## src/common/csr_pkg.sv

```systemverilog
// CSR bus address map, operation encoding and data types shared by the arbiter and peripherals
`default_nettype none

package csr_pkg;

  // CSR address and data widths
  typedef logic [11:0] csr_addr_t;
  typedef logic [31:0] csr_data_t;

  // encoding follows the low bits of the RISC-V csrrw/csrrs/csrrc funct3
  typedef enum logic [1:0] {
    csr_read  = 2'b00,
    csr_write = 2'b01,
    csr_set   = 2'b10,
    csr_clear = 2'b11
  } csr_op_t;

  // board pin counts
  localparam int unsigned LedWidth = 4;
  localparam int unsigned BtnWidth = 4;

  typedef logic [LedWidth-1:0] led_t;
  typedef logic [BtnWidth-1:0] btn_t;

  // peripheral register map
  localparam csr_addr_t LedAddr    = 12'h7c0;
  localparam csr_addr_t BtnAddr    = 12'h7c1;
  localparam csr_addr_t TxDataAddr = 12'h7c2;
  localparam csr_addr_t TxStatAddr = 12'h7c3;

  // new register value for a csr operation
  function automatic csr_data_t csr_apply(csr_op_t op, csr_data_t old_val, csr_data_t wdata);
    csr_data_t new_val;
    case (op)
      csr_write: new_val = wdata;
      csr_set:   new_val = old_val | wdata;
      csr_clear: new_val = old_val & ~wdata;
      default:   new_val = old_val;
    endcase
    return new_val;
  endfunction

endpackage

`default_nettype wire

```

## src/common/uart_pkg.sv

```systemverilog
// UART transmit path types, used by the transmit FIFO and the serializer
`default_nettype none

package uart_pkg;

  // one serial character
  typedef logic [7:0] uart_byte_t;

  // fill level as reported in the status register, bits 7:0
  typedef logic [7:0] uart_count_t;

  // serializer frame phases
  typedef enum logic [1:0] {
    st_idle,
    st_start,
    st_data,
    st_stop
  } uart_state_t;

endpackage

`default_nettype wire

```

## src/rtl/csr_arbiter.sv

```systemverilog
// round-robin arbiter, turns the hart and debug four-phase ports into one-cycle CSR bus accesses
`default_nettype none

module csr_arbiter (
  input  wire logic               clk,
  input  wire logic               arst_n,
  // hart requester
  input  wire logic               hart_req,
  input  csr_pkg::csr_op_t        hart_op,
  input  csr_pkg::csr_addr_t      hart_addr,
  input  csr_pkg::csr_data_t      hart_wdata,
  output logic                    hart_ack,
  output csr_pkg::csr_data_t      hart_rdata,
  // debug requester
  input  wire logic               dbg_req,
  input  csr_pkg::csr_op_t        dbg_op,
  input  csr_pkg::csr_addr_t      dbg_addr,
  input  csr_pkg::csr_data_t      dbg_wdata,
  output logic                    dbg_ack,
  output csr_pkg::csr_data_t      dbg_rdata,
  // peripheral read data, zero when not addressed
  input  csr_pkg::csr_data_t      io_rdata,
  input  csr_pkg::csr_data_t      fifo_rdata,
  // internal CSR bus
  output logic                    bus_valid,
  output csr_pkg::csr_op_t        bus_op,
  output csr_pkg::csr_addr_t      bus_addr,
  output csr_pkg::csr_data_t      bus_wdata
);

  typedef enum logic [1:0] {
    arb_idle,
    arb_access,
    arb_ack
  } arb_state_t;

  arb_state_t         state_q;
  // granted port during an access, last served port while idle
  logic               gnt_dbg_q;
  logic               grant_dbg;
  logic               gnt_req;
  csr_pkg::csr_data_t merged_rdata;

  // dbg wins a tie only if hart was served last
  assign grant_dbg    = dbg_req & (~hart_req | ~gnt_dbg_q);
  assign gnt_req      = gnt_dbg_q ? dbg_req : hart_req;
  assign merged_rdata = io_rdata | fifo_rdata;

  assign bus_valid = (state_q == arb_access);
  assign hart_ack  = (state_q == arb_ack) & ~gnt_dbg_q;
  assign dbg_ack   = (state_q == arb_ack) & gnt_dbg_q;

  always_ff @(posedge clk or negedge arst_n) begin
    if (!arst_n) begin
      state_q   <= arb_idle;
      // hart goes first after reset
      gnt_dbg_q <= 1'b1;
    end else begin
      case (state_q)
        arb_idle: begin
          if (hart_req || dbg_req) begin
            state_q   <= arb_access;
            gnt_dbg_q <= grant_dbg;
          end
        end
        arb_access: state_q <= arb_ack;
        arb_ack: begin
          // hold ack until the owner drops req
          if (!gnt_req) begin
            state_q <= arb_idle;
          end
        end
        default: state_q <= arb_idle;
      endcase
    end
  end

  // bus fields follow the winner while idle, frozen during the access
  always_ff @(posedge clk) begin
    if (state_q == arb_idle) begin
      bus_op    <= grant_dbg ? dbg_op : hart_op;
      bus_addr  <= grant_dbg ? dbg_addr : hart_addr;
      bus_wdata <= grant_dbg ? dbg_wdata : hart_wdata;
    end
  end

  always_ff @(posedge clk) begin
    if (state_q == arb_access) begin
      if (gnt_dbg_q) begin
        dbg_rdata <= merged_rdata;
      end else begin
        hart_rdata <= merged_rdata;
      end
    end
  end

endmodule

`default_nettype wire

```

## src/rtl/csr_io.sv

```systemverilog
// LED and button CSRs, the LED register takes all four operations and the buttons are read-only
`default_nettype none

module csr_io (
  input  wire logic          clk,
  input  wire logic          arst_n,
  input  wire logic          bus_valid,
  input  csr_pkg::csr_op_t   bus_op,
  input  csr_pkg::csr_addr_t bus_addr,
  input  csr_pkg::csr_data_t bus_wdata,
  input  csr_pkg::btn_t      btn,
  output csr_pkg::csr_data_t rdata,
  output csr_pkg::led_t      led
);

  csr_pkg::led_t      led_q;
  csr_pkg::btn_t      btn_meta_q;
  csr_pkg::btn_t      btn_sync_q;
  csr_pkg::csr_data_t led_old;
  csr_pkg::csr_data_t led_new;
  logic               led_hit;

  assign led_hit = bus_valid && (bus_addr == csr_pkg::LedAddr);
  assign led_old = csr_pkg::csr_data_t'(led_q);
  assign led_new = csr_pkg::csr_apply(bus_op, led_old, bus_wdata);
  assign led     = led_q;

  always_ff @(posedge clk or negedge arst_n) begin
    if (!arst_n) begin
      led_q <= '0;
    end else if (led_hit) begin
      // upper bits have no pins behind them
      led_q <= led_new[csr_pkg::LedWidth-1:0];
    end
  end

  // pins are asynchronous to clk
  always_ff @(posedge clk or negedge arst_n) begin
    if (!arst_n) begin
      btn_meta_q <= '0;
      btn_sync_q <= '0;
    end else begin
      btn_meta_q <= btn;
      btn_sync_q <= btn_meta_q;
    end
  end

  always_comb begin
    rdata = '0;
    if (bus_valid) begin
      case (bus_addr)
        csr_pkg::LedAddr: rdata = led_old;
        csr_pkg::BtnAddr: rdata = csr_pkg::csr_data_t'(btn_sync_q);
        default:          rdata = '0;
      endcase
    end
  end

endmodule

`default_nettype wire

```

## src/uart/uart_tx_fifo.sv

```systemverilog
// transmit FIFO behind the TX data and status CSRs, hands bytes to the UART serializer
`default_nettype none

module uart_tx_fifo #(
  parameter int unsigned FifoDepth = 4
) (
  input  wire logic             clk,
  input  wire logic             arst_n,
  input  wire logic             bus_valid,
  input  csr_pkg::csr_op_t      bus_op,
  input  csr_pkg::csr_addr_t    bus_addr,
  input  csr_pkg::csr_data_t    bus_wdata,
  input  wire logic             tx_ready,
  output csr_pkg::csr_data_t    rdata,
  output logic                  tx_valid,
  output uart_pkg::uart_byte_t  tx_byte
);

  // FifoDepth is a power of two, at least 2
  localparam int unsigned PtrWidth = $clog2(FifoDepth);
  localparam int unsigned CntWidth = PtrWidth + 1;

  uart_pkg::uart_byte_t mem [FifoDepth];
  logic [PtrWidth-1:0]  wr_ptr_q;
  logic [PtrWidth-1:0]  rd_ptr_q;
  logic [CntWidth-1:0]  count_q;
  logic                 full;
  logic                 empty;
  logic                 push;
  logic                 pop;

  assign full  = (count_q == CntWidth'(FifoDepth));
  assign empty = (count_q == '0);

  // only a plain write pushes, a full FIFO drops it
  assign push = bus_valid && (bus_addr == csr_pkg::TxDataAddr) &&
                (bus_op == csr_pkg::csr_write) && !full;
  assign pop  = tx_valid && tx_ready;

  assign tx_valid = !empty;
  assign tx_byte  = mem[rd_ptr_q];

  always_ff @(posedge clk or negedge arst_n) begin
    if (!arst_n) begin
      wr_ptr_q <= '0;
      rd_ptr_q <= '0;
      count_q  <= '0;
    end else begin
      if (push) begin
        wr_ptr_q <= wr_ptr_q + 1'b1;
      end
      if (pop) begin
        rd_ptr_q <= rd_ptr_q + 1'b1;
      end
      // pointers wrap on their own
      case ({push, pop})
        2'b10:   count_q <= count_q + 1'b1;
        2'b01:   count_q <= count_q - 1'b1;
        default: count_q <= count_q;
      endcase
    end
  end

  always_ff @(posedge clk) begin
    if (push) begin
      mem[wr_ptr_q] <= bus_wdata[7:0];
    end
  end

  // status: count 7:0, full 8, empty 9; the data register reads zero
  always_comb begin
    rdata = '0;
    if (bus_valid && (bus_addr == csr_pkg::TxStatAddr)) begin
      rdata[7:0] = uart_pkg::uart_count_t'(count_q);
      rdata[8]   = full;
      rdata[9]   = empty;
    end
  end

endmodule

`default_nettype wire

```

## src/uart/uart_tx.sv

```systemverilog
// 8N1 UART serializer, takes one byte per valid/ready handoff and shifts it out LSB first
`default_nettype none

module uart_tx #(
  parameter int unsigned ClksPerBit = 16
) (
  input  wire logic            clk,
  input  wire logic            arst_n,
  input  wire logic            tx_valid,
  input  uart_pkg::uart_byte_t tx_byte,
  output logic                 tx_ready,
  output logic                 tx
);

  localparam int unsigned CntWidth = (ClksPerBit > 1) ? $clog2(ClksPerBit) : 1;

  uart_pkg::uart_state_t state_q;
  logic [CntWidth-1:0]   clk_cnt_q;
  logic [2:0]            bit_idx_q;
  uart_pkg::uart_byte_t  shift_q;
  logic                  bit_done;

  assign bit_done = (clk_cnt_q == CntWidth'(ClksPerBit - 1));
  assign tx_ready = (state_q == uart_pkg::st_idle);

  // line idles high, start low, stop high
  always_comb begin
    case (state_q)
      uart_pkg::st_start: tx = 1'b0;
      uart_pkg::st_data:  tx = shift_q[0];
      default:            tx = 1'b1;
    endcase
  end

  always_ff @(posedge clk or negedge arst_n) begin
    if (!arst_n) begin
      state_q   <= uart_pkg::st_idle;
      clk_cnt_q <= '0;
      bit_idx_q <= '0;
    end else begin
      clk_cnt_q <= bit_done ? '0 : clk_cnt_q + 1'b1;
      case (state_q)
        uart_pkg::st_idle: begin
          clk_cnt_q <= '0;
          if (tx_valid) begin
            state_q <= uart_pkg::st_start;
          end
        end
        uart_pkg::st_start: begin
          if (bit_done) begin
            state_q   <= uart_pkg::st_data;
            bit_idx_q <= '0;
          end
        end
        uart_pkg::st_data: begin
          if (bit_done) begin
            bit_idx_q <= bit_idx_q + 1'b1;
            if (bit_idx_q == 3'd7) begin
              state_q <= uart_pkg::st_stop;
            end
          end
        end
        uart_pkg::st_stop: begin
          if (bit_done) begin
            state_q <= uart_pkg::st_idle;
          end
        end
        default: state_q <= uart_pkg::st_idle;
      endcase
    end
  end

  // byte captured at the handoff, shifted at each data bit boundary
  always_ff @(posedge clk) begin
    if (tx_ready && tx_valid) begin
      shift_q <= tx_byte;
    end else if ((state_q == uart_pkg::st_data) && bit_done) begin
      shift_q <= {1'b0, shift_q[7:1]};
    end
  end

endmodule

`default_nettype wire

```

## src/rtl/csr_subsys_top.sv

```systemverilog
// CSR peripheral subsystem top, connects the request arbiter, LED/button CSRs, TX FIFO and UART
`default_nettype none

module csr_subsys_top #(
  parameter int unsigned FifoDepth  = 4,
  parameter int unsigned ClksPerBit = 16
) (
  input  wire logic          clk,
  input  wire logic          arst_n,
  // hart port
  input  wire logic          hart_req,
  input  csr_pkg::csr_op_t   hart_op,
  input  csr_pkg::csr_addr_t hart_addr,
  input  csr_pkg::csr_data_t hart_wdata,
  output logic               hart_ack,
  output csr_pkg::csr_data_t hart_rdata,
  // debug port
  input  wire logic          dbg_req,
  input  csr_pkg::csr_op_t   dbg_op,
  input  csr_pkg::csr_addr_t dbg_addr,
  input  csr_pkg::csr_data_t dbg_wdata,
  output logic               dbg_ack,
  output csr_pkg::csr_data_t dbg_rdata,
  // board pins
  input  csr_pkg::btn_t      btn,
  output csr_pkg::led_t      led,
  output logic               tx
);

  // shared CSR bus
  logic                 bus_valid;
  csr_pkg::csr_op_t     bus_op;
  csr_pkg::csr_addr_t   bus_addr;
  csr_pkg::csr_data_t   bus_wdata;
  csr_pkg::csr_data_t   io_rdata;
  csr_pkg::csr_data_t   fifo_rdata;

  // FIFO to serializer
  logic                 tx_valid;
  logic                 tx_ready;
  uart_pkg::uart_byte_t tx_byte;

  csr_arbiter i_arbiter (
    .clk        (clk),
    .arst_n     (arst_n),
    .hart_req   (hart_req),
    .hart_op    (hart_op),
    .hart_addr  (hart_addr),
    .hart_wdata (hart_wdata),
    .hart_ack   (hart_ack),
    .hart_rdata (hart_rdata),
    .dbg_req    (dbg_req),
    .dbg_op     (dbg_op),
    .dbg_addr   (dbg_addr),
    .dbg_wdata  (dbg_wdata),
    .dbg_ack    (dbg_ack),
    .dbg_rdata  (dbg_rdata),
    .io_rdata   (io_rdata),
    .fifo_rdata (fifo_rdata),
    .bus_valid  (bus_valid),
    .bus_op     (bus_op),
    .bus_addr   (bus_addr),
    .bus_wdata  (bus_wdata)
  );

  csr_io i_csr_io (
    .clk       (clk),
    .arst_n    (arst_n),
    .bus_valid (bus_valid),
    .bus_op    (bus_op),
    .bus_addr  (bus_addr),
    .bus_wdata (bus_wdata),
    .btn       (btn),
    .rdata     (io_rdata),
    .led       (led)
  );

  uart_tx_fifo #(
    .FifoDepth (FifoDepth)
  ) i_tx_fifo (
    .clk       (clk),
    .arst_n    (arst_n),
    .bus_valid (bus_valid),
    .bus_op    (bus_op),
    .bus_addr  (bus_addr),
    .bus_wdata (bus_wdata),
    .tx_ready  (tx_ready),
    .rdata     (fifo_rdata),
    .tx_valid  (tx_valid),
    .tx_byte   (tx_byte)
  );

  uart_tx #(
    .ClksPerBit (ClksPerBit)
  ) i_uart_tx (
    .clk      (clk),
    .arst_n   (arst_n),
    .tx_valid (tx_valid),
    .tx_byte  (tx_byte),
    .tx_ready (tx_ready),
    .tx       (tx)
  );

endmodule

`default_nettype wire

```

## config.mk

```make
export PLATFORM = sky130hd
export DESIGN_NAME = csr_subsys_top
export DESIGN_NICKNAME = d
export VERILOG_FILES = /design/src/common/csr_pkg.sv /design/src/common/uart_pkg.sv /design/src/rtl/csr_arbiter.sv /design/src/rtl/csr_io.sv /design/src/uart/uart_tx_fifo.sv /design/src/uart/uart_tx.sv /design/src/rtl/csr_subsys_top.sv
export SDC_FILE = /design/constraint.sdc
export NUM_CORES = 1
export LEC_CHECK = 0
export ABC_AREA = 1
export BUFFER_PORTS_ARGS = -buffer_cell sky130_fd_sc_hd__buf_4
export CORE_ASPECT_RATIO = 1.1
export CORE_MARGIN = 5
export CORE_UTILIZATION = 48
export CTS_BUF_LIST = sky130_fd_sc_hd__clkbuf_8
export DETAILED_ROUTE_END_ITERATION = 6
export PLACE_DENSITY = 0.77
export SLEW_MARGIN = 40
export SYNTH_ARGS = -nofsm -noshare
export SYNTH_HDL_FRONTEND = slang
export SYNTH_SLANG_ARGS = --single-unit
export TNS_END_PERCENT = 1
```

## constraint.sdc

```tcl
create_clock -name clk -period 2.5 [get_ports clk]
set_input_delay 0 -clock clk [delete_from_list [all_inputs] [get_ports clk]]
set_output_delay 0 -clock clk [all_outputs]
set_load 0.03 [all_outputs]
```

==> impl_metrics.env, run 1 <==
export IMPL_status="finished clean"
export IMPL_setup_slack_ps=178.6
export IMPL_setup_viol=0
export IMPL_final_common_cell="buf_4"
export IMPL_final_hold_viol_count=0
export IMPL_worstPathMaxFanout=12
export IMPL_layout_common_cells="buf_4 (76), edfxtp_1 (74), nor2_1 (71), conb_1 (52), dlygate4sd3_1 (52)"
export IMPL_maxCapViolations=0
export IMPL_grt_first_pass_wirelength_um=16540
export IMPL_synth_compound_area_share_pct=4.074
export IMPL_hpwl_um=6611
export IMPL_yosysSeqAreaShare_pct=60.65
export IMPL_ys_warnings_count=0
export IMPL_pre_cts_ws_ps=265.3
export IMPL_syn_cell_area_um2=4945
export IMPL_slew_viol_final=0
export IMPL_synthFlopType="edfxtp_1"
export IMPL_p_int_mw=3.584
export IMPL_critical_path_class="flop to flop"
export IMPL_required_ps=2620
export IMPL_p_leak_nw=2.687
export IMPL_viasPerCell=4.828
export IMPL_route_detailed_drc=0
export IMPL_async_reset_ff_share_pct=29.52
export IMPL_h_tree_depth=3
export IMPL_crit_arrival_ps=2440
export IMPL_path_clk_slew_ps=100
export IMPL_final_period_utilization_pct=92.86
export IMPL_final_cell_count_no_fill=697
export IMPL_synth_cell_types=29
export IMPL_max_slew_margin_rel_pct=60.10
export IMPL_cts_root_buf="clkbuf_8"
export IMPL_final_util_pct=61.43
export IMPL_worstSetupStartpointType="flop"
export IMPL_synth_top_family_by_area="simple AND/OR/NAND/NOR gates"
export IMPL_seqPwrFrac_pct=48.4
export IMPL_cts_tree="built"
export IMPL_grt_ovfl_total=0
export IMPL_ctsLongestPathBuffers=2
export IMPL_p_clk_share_pct=17.5
export IMPL_synth_area_leaders="edfxtp_1 (45%), dfrtp_1 (15%), buf_4 (7.9%)"
export IMPL_dr_total_vias=3365
export IMPL_dieHeight_um=116.5
export IMPL_cts_buffers=9
export IMPL_p_comb_share_pct=34.1
export IMPL_insertion_delay_ps=370
export IMPL_die_x_um=106.8
export IMPL_antenna_found_initial=0
export IMPL_hp_class="input port to async pin"
export IMPL_antenna_cells=0
export IMPL_place_congestion=0.8142
export IMPL_grt_use_total_pct=17.22
export IMPL_grt_max_degree=32
export IMPL_yosysTopAreaCell="edfxtp_1"
export IMPL_crit_path_end_kind="flop"
export IMPL_avgSynthCellArea_um2=11.24
export IMPL_dieArea_um2=12430
export IMPL_p_sw_mw=2.053
export IMPL_nets=686
export IMPL_r2r_slack_ps=180
export IMPL_drive_above_1_share_pct=22.36
export IMPL_antenna_left=0
export IMPL_setup_tns_ps=0
export IMPL_r2r_end="i_arbiter.bus_addr[7]$_DFFE_PP_"
export IMPL_drt_iter0_markers=160
export IMPL_synth_xor_area_share_pct=0.8856
export IMPL_synthMuxAreaShare_pct=5.010
export IMPL_ios=171
export IMPL_synthSimpleGateAreaFrac_pct=13.99
export IMPL_max_freq_ghz=0.4308
export IMPL_synth_top_area_share_pct=44.94
export IMPL_first_global_vias=3510
export IMPL_routed_wl_um=10510
export IMPL_placed_cells=628
export IMPL_synthAdderAreaFrac_pct=3.694
export IMPL_ys_seq_elements=105
export IMPL_core_um2=9985
export IMPL_firstDrtPassIters=6
export IMPL_fill_cells=759
export IMPL_area_growth_pct=24.04
export IMPL_worstReg2RegStart="i_arbiter.gnt_dbg_q$_DFFE_PN1P_"
export IMPL_rsz0062_at_grt="false"
export IMPL_r2r_worst_path_cells=4
export IMPL_skew_ps=12.09
export IMPL_io_buffers=70
export IMPL_vdd_ir_drop_max_mv=0.6187
export IMPL_start_util_pct=49.52
export IMPL_num_rows=38
export IMPL_synth_edf_count=74
export IMPL_powerDensity_nw_per_um2=919.1
export IMPL_worst_slew_pin_slew_ps=596.3
export IMPL_cts_sinks=105
export IMPL_swShare_pct=36.42
export IMPL_period_minus_slack_ps=2321
export IMPL_postSynthCellCount=440
export IMPL_wl_per_cell_um=15.07
export IMPL_post_cts_setup_buffers=0
-- cell type report --
type | instances | area [um2] | area share [%]
inverters | 35 | 131.4 | 2.142
multi-input cells | 293 | 1579 | 25.74
clock buffers | 9 | 123.9 | 2.020
flip-flops and latches | 105 | 2999 | 48.90
well taps | 120 | 150.1 | 2.448
repair buffers | 128 | 1091 | 17.79
clock inverters | 7 | 58.81 | 0.9588
-- metrics by stage --
stage / instance area, um2 / hold slack (ps) / power, mW
6_report: 6133 / 101.1 / 5.637
4_1_cts: 6117 / 116.0 / 5.633
3_5_place_dp: 5414 / -41.54 / 4.534
2_1_floorplan: 5136 / -295.6 / 4.064
5_1_grt: 6133 / 129.8 / 6.005
3_3_place_gp: 5414 / -48.72 / 4.429
-- cells in the mapped netlist, types with 4 or more instances --
library cell / count
a21oi_1: 4
a31oi_1: 7
edfxtp_1: 74
buf_4: 52
nand4_1: 4
ha_1: 13
or2_2: 5
o21ai_0: 23
nand3_1: 25
inv_1: 32
dfrtp_1: 30
nand2_1: 51
mux2_2: 22
nor2_1: 71
-- logic make-up (layout without fill, tap and decap cells) --
group	Yosys count	in the layout
AO/OA/AOI/OAI	36	37
AND/OR/NAND/NOR	163	163
other	1	52
XOR/XNOR	5	5
buffers and inverters	94	179
adder cells (fa/ha/maj)	14	14
multiplexers	22	22
flip-flops	105	105
-- critical path, stage by stage, from the launching register on --
cell and delay [ps]:
dfstp_2 600, inv_2 110, o21ai_4 400, mux2_2 390, dlygate4sd3_1 570
-- power by group through the flow --
stage	clock (mW)	sequential, mW	combinational [mW]
after CTS	1.00	2.73	1.90
after global placement	0	2.74	1.69
after global routing	1.08	2.79	2.13
after floorplan	0	2.72	1.35
final	0.986	2.73	1.92
after detailed placement	0	2.77	1.77
-- worst max-delay path by stage --
| stage | from | to |
|---|---|---|
| 2_1_floorplan | i_uart_tx.state_q[0]$_DFFE_PN0P_ | i_tx_fifo.count_q[2]$_DFFE_PN0P_ |
| 3_3_place_gp | i_arbiter.bus_addr[3]$_DFFE_PP_ | i_tx_fifo.count_q[1]$_DFFE_PN0P_ |
| 3_5_place_dp | i_arbiter.bus_addr[3]$_DFFE_PP_ | i_tx_fifo.count_q[1]$_DFFE_PN0P_ |
| 4_1_cts | i_arbiter.gnt_dbg_q$_DFFE_PN1P_ | i_arbiter.bus_wdata[3]$_DFFE_PP_ |
| 5_1_grt | i_arbiter.bus_addr[3]$_DFFE_PP_ | i_tx_fifo.count_q[1]$_DFFE_PN0P_ |
| 6_report | i_arbiter.gnt_dbg_q$_DFFE_PN1P_ | i_arbiter.bus_addr[7]$_DFFE_PP_ |
-- flip-flops by register name (all words and copies together) (netlist names) --
signal / count
i_arbiter.bus_addr: 12
i_tx_fifo.mem: 32
i_tx_fifo.rd_ptr_q: 2
i_uart_tx.bit_idx_q: 3
i_csr_io.led: 4
i_tx_fifo.count_q: 3
i_uart_tx.shift_q: 8
i_csr_io.btn_meta_q: 4
i_arbiter.state_q: 2
i_uart_tx.clk_cnt_q: 4
i_arbiter.dbg_rdata: 6
i_arbiter.bus_wdata: 8
i_tx_fifo.wr_ptr_q: 2
i_arbiter.hart_rdata: 6
i_arbiter.gnt_dbg_q: 1
i_arbiter.bus_op: 2
i_uart_tx.state_q: 2
i_csr_io.btn_sync_q: 4
-- what timing repair did --
item,in CTS,in global routing
hold buffers,52,0
endpoints found under the setup margin,0,22
hold endpoints to repair,60,0
gates resized for setup,0,1
-- routing by layer --
layer	track usage, %	vias up	routed length, um
li1	-	1629	-
met2	32.91	133	5713
met1	17.78	1584	3789
met5	0	-	0
met3	4.533	19	768
met4	7.332	0	234
(Power assumes the default switching activity.)
==> run 2, diff against run 1 <==
--- a/config.mk
+++ b/config.mk
@@ -12,6 +12,7 @@
 export CORE_UTILIZATION = 48
 export CTS_BUF_LIST = sky130_fd_sc_hd__clkbuf_8
 export DETAILED_ROUTE_END_ITERATION = 6
+export GPL_TIMING_DRIVEN = 0
 export PLACE_DENSITY = 0.77
 export SLEW_MARGIN = 40
 export SYNTH_ARGS = -nofsm -noshare
==> impl_metrics.env, run 2 (synthesis gave the netlist of run 1 again) <==
export IMPL_status="finished clean"
export IMPL_route_detailed_drc=0
export IMPL_final_hold_viol_count=0
export IMPL_r2r_slack_ps=210
export IMPL_max_slew_margin_rel_pct=46.99
export IMPL_final_common_cell="buf_4"
export IMPL_cts_buffers=9
export IMPL_required_ps=2620
export IMPL_final_util_pct=65.70
export IMPL_antenna_left=0
export IMPL_nets=739
export IMPL_max_freq_ghz=0.4370
export IMPL_hpwl_um=7057
export IMPL_rsz0062_at_grt="false"
export IMPL_placed_cells=682
export IMPL_r2r_end="i_arbiter.bus_wdata[0]$_DFFE_PP_"
export IMPL_die_x_um=106.8
export IMPL_antenna_cells=0
export IMPL_viasPerCell=4.672
export IMPL_fill_cells=720
export IMPL_cts_root_buf="clkbuf_8"
export IMPL_slew_viol_final=0
export IMPL_final_cell_count_no_fill=750
export IMPL_worstSetupStartpointType="flop"
export IMPL_h_tree_depth=3
export IMPL_hold_slack_ps=92.04
export IMPL_dieArea_um2=12430
export IMPL_drive_above_1_share_pct=29.21
export IMPL_crit_path_end_kind="flop"
export IMPL_final_period_utilization_pct=91.54
export IMPL_ios=171
export IMPL_largest_register_ff_count=32
export IMPL_seqCellArea_um2=2999
export IMPL_insertion_delay_ps=370
export IMPL_place_congestion=0.8435
export IMPL_dr_total_vias=3504
export IMPL_top_layer="met4"
export IMPL_dieHeight_um=116.5
export IMPL_setup_viol=0
export IMPL_drt_iter0_markers=209
export IMPL_layout_common_cells="buf_4 (122), edfxtp_1 (74), nor2_1 (70), conb_1 (52), dlygate4sd3_1 (52)"
export IMPL_cts_sinks=105
export IMPL_antenna_found_initial=0
export IMPL_top_register="i_tx_fifo.mem"
export IMPL_dr_wl_met3_um=835
export IMPL_crit_arrival_ps=2410
export IMPL_start_util_pct=49.52
export IMPL_path_clk_slew_ps=100
export IMPL_critical_path_class="flop to flop"
export IMPL_grt_use_total_pct=17.26
export IMPL_cts_tree="built"
export IMPL_grt_ovfl_total=0
export IMPL_powerDensity_nw_per_um2=885.7
export IMPL_io_buffers=70
export IMPL_top_regs="i_tx_fifo.mem x32, i_arbiter.bus_addr x12"
export IMPL_worst_slew_pin_slew_ps=792.3
export IMPL_grt_first_pass_wirelength_um=16630
export IMPL_hp_class="input port to async pin"
export IMPL_area_growth_pct=32.67
export IMPL_p_leak_nw=2.972
export IMPL_num_rows=38
export IMPL_dr_wl_met2_um=5479
export IMPL_skew_ps=9.687
export IMPL_setup_tns_ps=0
export IMPL_wl_met1_um=3714
export IMPL_worstReg2RegStart="i_arbiter.gnt_dbg_q$_DFFE_PN1P_"
export IMPL_grt_max_degree=32
export IMPL_vdd_ir_drop_max_mv=0.5803
export IMPL_maxCapViolations=0
export IMPL_worstPathMaxFanout=10
export IMPL_wl_per_cell_um=13.72
export IMPL_period_minus_slack_ps=2289
export IMPL_routed_wl_um=10290
export IMPL_multi_input_area_um2=1583
export IMPL_firstDrtPassIters=4
export IMPL_first_global_vias=3569
export IMPL_ctsLongestPathBuffers=2
export IMPL_r2r_worst_path_cells=5
export IMPL_core_um2=9985
## run 2: cell count changes in the layout (fill, tap and decap cells not counted), moves of 2 or more
cell and delta:
buf_2 +3, buf_4 +46, buf_6 +3, clkinv_1 +2
inv_1 -3, inv_6 +2
## run 2: metrics by stage
step,worst slack [ps],area (um2),total power [mW]
floorplan,424.0,5136,4.064
finish,211.4,6560,5.810
detailed placement,176.0,5834,4.668
CTS,135.9,6548,5.796
global placement,82.41,5812,4.537
global route,7.819,6560,6.203
## run 2: layout make-up
cell class / instances / area share (%)
inverter: 35 / 2.003
timing repair buffer: 123 / 16.17
buffer: 59 / 6.752
multi-input combinational: 292 / 24.13
clock buffer: 9 / 1.888
sequential: 105 / 45.72
clock inverter: 7 / 1.049
tap: 120 / 2.289
## run 2: worst max path at each step
| stage | from | end | slack (ps) | depth (start not counted) |
|---|---|---|---|---|
| after floorplan | i_uart_tx.state_q[0]$_DFFE_PN0P_ | i_tx_fifo.count_q[2]$_DFFE_PN0P_ | 420 | 11 |
| after global placement | i_arbiter.state_q[1]$_DFFE_PN0P_ | i_arbiter.gnt_dbg_q$_DFFE_PN1P_ | 80 | 3 |
| after detailed placement | i_uart_tx.state_q[0]$_DFFE_PN0P_ | i_tx_fifo.count_q[2]$_DFFE_PN0P_ | 180 | 11 |
| after CTS | i_uart_tx.state_q[0]$_DFFE_PN0P_ | i_tx_fifo.count_q[2]$_DFFE_PN0P_ | 140 | 11 |
| after global routing | i_uart_tx.state_q[0]$_DFFE_PN0P_ | i_tx_fifo.count_q[2]$_DFFE_PN0P_ | 8 | 11 |
| final | i_arbiter.gnt_dbg_q$_DFFE_PN1P_ | i_arbiter.bus_wdata[0]$_DFFE_PP_ | 210 | 5 |
## run 2: power by group
part           switching, mW  internal [mW]  leakage, nW
Combinational           1.29          0.818         1.80
Clock                  0.572          0.464       0.0991
Sequential             0.230           2.43         1.08
Total                   2.09           3.72         2.97
## run 2: metal layers
metal / vias up / GRT usage (%)
met2: 146 / 32.45
met1: 1599 / 18.08
li1: 1735 / -
met4: 0 / 6.309
met5: - / 0
met3: 24 / 5.528
## run 2: timing repair
action / in CTS / in global routing
hold buffers: 52 / 0
hold endpoints to repair: 60 / 0
resized for setup: 0 / 2
setup buffers: 0 / 0
endpoints found under the setup margin: 0 / 1
## run 2: critical path, stage by stage, from the launching register on
cell,delay (ps)
dfstp_2,600
inv_2,80
o21ai_4,240
buf_6,200
mux2_2,350
dlygate4sd3_1,570
==> run 3, diff against run 2 <==
--- a/config.mk
+++ b/config.mk
@@ -6,7 +6,7 @@
 export NUM_CORES = 1
 export LEC_CHECK = 0
 export ABC_AREA = 1
-export BUFFER_PORTS_ARGS = -buffer_cell sky130_fd_sc_hd__buf_4
+export BUFFER_PORTS_ARGS = -buffer_cell sky130_fd_sc_hd__buf_2
 export CORE_ASPECT_RATIO = 1.1
 export CORE_MARGIN = 5
 export CORE_UTILIZATION = 48
==> impl_metrics.env, run 3 (synthesis gave the netlist of run 1 again) <==
export IMPL_cts_tree="built"
export IMPL_largest_register_ff_count=32
export IMPL_fill_cells=769
export IMPL_drt_iter0_markers=189
export IMPL_top_regs="i_tx_fifo.mem x32, i_arbiter.bus_addr x12"
export IMPL_dieHeight_um=116.5
export IMPL_dr_total_vias=3533
export IMPL_final_common_cell="edfxtp_1"
export IMPL_io_buffers=70
export IMPL_place_area_um2=5644
export IMPL_insertion_delay_ps=370
export IMPL_swShare_pct=36.36
export IMPL_firstDrtPassIters=4
export IMPL_skew_ps=9.702
export IMPL_p_leak_nw=2.917
export IMPL_drive_above_1_share_pct=28.78
export IMPL_crit_path_end_kind="flop"
export IMPL_h_tree_depth=3
export IMPL_worstReg2RegStart="i_uart_tx.state_q[1]$_DFFE_PN0P_"
export IMPL_setup_slack_ps=156.8
export IMPL_status="finished clean"
export IMPL_slew_viol_final=0
export IMPL_grt_ovfl_total=0
export IMPL_area_growth_pct=28.37
export IMPL_p_comb_share_pct=35.5
export IMPL_p_clk_share_pct=17.4
export IMPL_post_cts_setup_buffers=0
export IMPL_ios=171
export IMPL_antenna_cells=0
export IMPL_path_clk_slew_ps=90
export IMPL_num_rows=38
export IMPL_cts_root_buf="clkbuf_8"
export IMPL_required_ps=2760
export IMPL_antenna_left=0
export IMPL_hp_class="input port to async pin"
export IMPL_max_freq_ghz=0.4268
export IMPL_wl_per_cell_um=13.82
export IMPL_antenna_found_initial=0
export IMPL_r2r_worst_path_cells=11
export IMPL_seqPwrFrac_pct=47.1
export IMPL_cts_sinks=105
export IMPL_routed_wl_um=10350
export IMPL_viasPerCell=4.717
export IMPL_nets=738
export IMPL_crit_arrival_ps=2600
export IMPL_p_sw_mw=2.062
export IMPL_r2r_slack_ps=160
export IMPL_ctsLongestPathBuffers=2
export IMPL_r2r_end="i_tx_fifo.count_q[2]$_DFFE_PN0P_"
export IMPL_layout_common_cells="edfxtp_1 (74), buf_2 (73), nor2_1 (70)"
export IMPL_place_congestion=0.8594
export IMPL_die_x_um=106.8
export IMPL_vdd_ir_drop_max_mv=0.6007
export IMPL_core_um2=9985
export IMPL_hpwl_um=6978
export IMPL_worstSetupStartpointType="flop"
export IMPL_worstPathMaxFanout=10
export IMPL_cts_buffers=9
export IMPL_start_util_pct=49.52
export IMPL_grt_use_total_pct=17.15
export IMPL_pre_cts_ws_ps=157.1
export IMPL_setup_viol=0
export IMPL_max_slew_margin_rel_pct=46.99
export IMPL_p_int_mw=3.610
export IMPL_stdcell_area_um2=6347
export IMPL_worst_slew_pin_slew_ps=792.2
export IMPL_dieArea_um2=12430
export IMPL_route_detailed_drc=0
export IMPL_hold_slack_ps=215.8
export IMPL_first_global_vias=3681
export IMPL_period_minus_slack_ps=2343
export IMPL_final_hold_viol_count=0
export IMPL_grt_first_pass_wirelength_um=16670
export IMPL_maxCapViolations=0
export IMPL_top_register="i_tx_fifo.mem"
export IMPL_powerDensity_nw_per_um2=893.6
export IMPL_grt_max_degree=32
export IMPL_critical_path_class="flop to flop"
export IMPL_final_period_utilization_pct=93.73
==> run 3: cell count changes in the layout (fill, tap and decap cells not counted) <==
cell	previous run	this run
buf_8	1	0
clkinv_4	1	0
buf_4	122	52
inv_4	0	1
ha_2	0	1
clkinv_1	2	0
inv_1	32	36
buf_2	3	73
inv_6	2	0
ha_4	1	0
==> run 3: power groups by stage <==
stage / sequential, mW / clock (mW) / combinational (mW)
floorplan: 2.72 / 0 / 1.35
global placement: 2.67 / 0 / 1.80
detailed placement: 2.71 / 0 / 1.87
CTS: 2.67 / 0.991 / 1.99
global route: 2.72 / 1.08 / 2.24
finish: 2.67 / 0.988 / 2.02
==> run 3: cell type report <==
| cell class | instances | area (um2) | share of cell area [%] |
|---|---|---|---|
| clock inverters | 7 | 56.30 | 0.8870 |
| flip-flops and latches | 105 | 2999 | 47.25 |
| inverters | 35 | 131.4 | 2.070 |
| multi-input cells | 292 | 1573 | 24.78 |
| plain buffers | 59 | 442.9 | 6.978 |
| clock buffers | 9 | 123.9 | 1.952 |
| well taps | 120 | 150.1 | 2.365 |
| repair buffers | 122 | 870.8 | 13.72 |
==> run 3: worst max-delay path by stage <==
stage	start	to	cells after the start
floorplan	i_uart_tx.state_q[0]$_DFFE_PN0P_	i_tx_fifo.count_q[2]$_DFFE_PN0P_	11
global placement	i_arbiter.state_q[1]$_DFFE_PN0P_	i_arbiter.gnt_dbg_q$_DFFE_PN1P_	3
detailed placement	i_uart_tx.state_q[1]$_DFFE_PN0P_	i_tx_fifo.count_q[2]$_DFFE_PN0P_	11
CTS	i_uart_tx.state_q[1]$_DFFE_PN0P_	i_tx_fifo.count_q[2]$_DFFE_PN0P_	11
global route	i_uart_tx.state_q[1]$_DFFE_PN0P_	i_tx_fifo.count_q[2]$_DFFE_PN0P_	11
finish	i_uart_tx.state_q[1]$_DFFE_PN0P_	i_tx_fifo.count_q[2]$_DFFE_PN0P_	11
==> run 3: timing repair <==
item                                    CTS  global route
hold buffers                             52             0
endpoints found under the setup margin    0             1
hold endpoints to repair                 59             0
gates resized for setup                   0             1
==> run 3: per-layer routing <==
metal	vias to the layer above	global-route usage [%]	part of all wire, %
met1	1633	17.41	36
li1	1733	-	-
met4	0	8.440	2.5
met3	25	4.201	7.2
met2	142	32.79	54
met5	-	0	0
==> run 3: through the flow <==
step                utilization, %  TNS, ps  instances  power (mW)
floorplan                        -        0        491       4.064
global placement             56.45        0        681       4.471
detailed placement           56.53        0        681       4.575
CTS                          63.55        0        749       5.647
global route                 63.57   -14.35        749       6.036
finish                       63.57        0        749       5.672
==> run 3: critical path, cell delays in order (launching register included) <==
cell     delay [ps]
dfrtp_1         430
inv_1           130
ha_2            240
nand2_2         120
inv_2           140
buf_6           160
ha_1            140
inv_1            60
fa_1            380
a21oi_1         150
o21ai_0         110
xor2_1          150
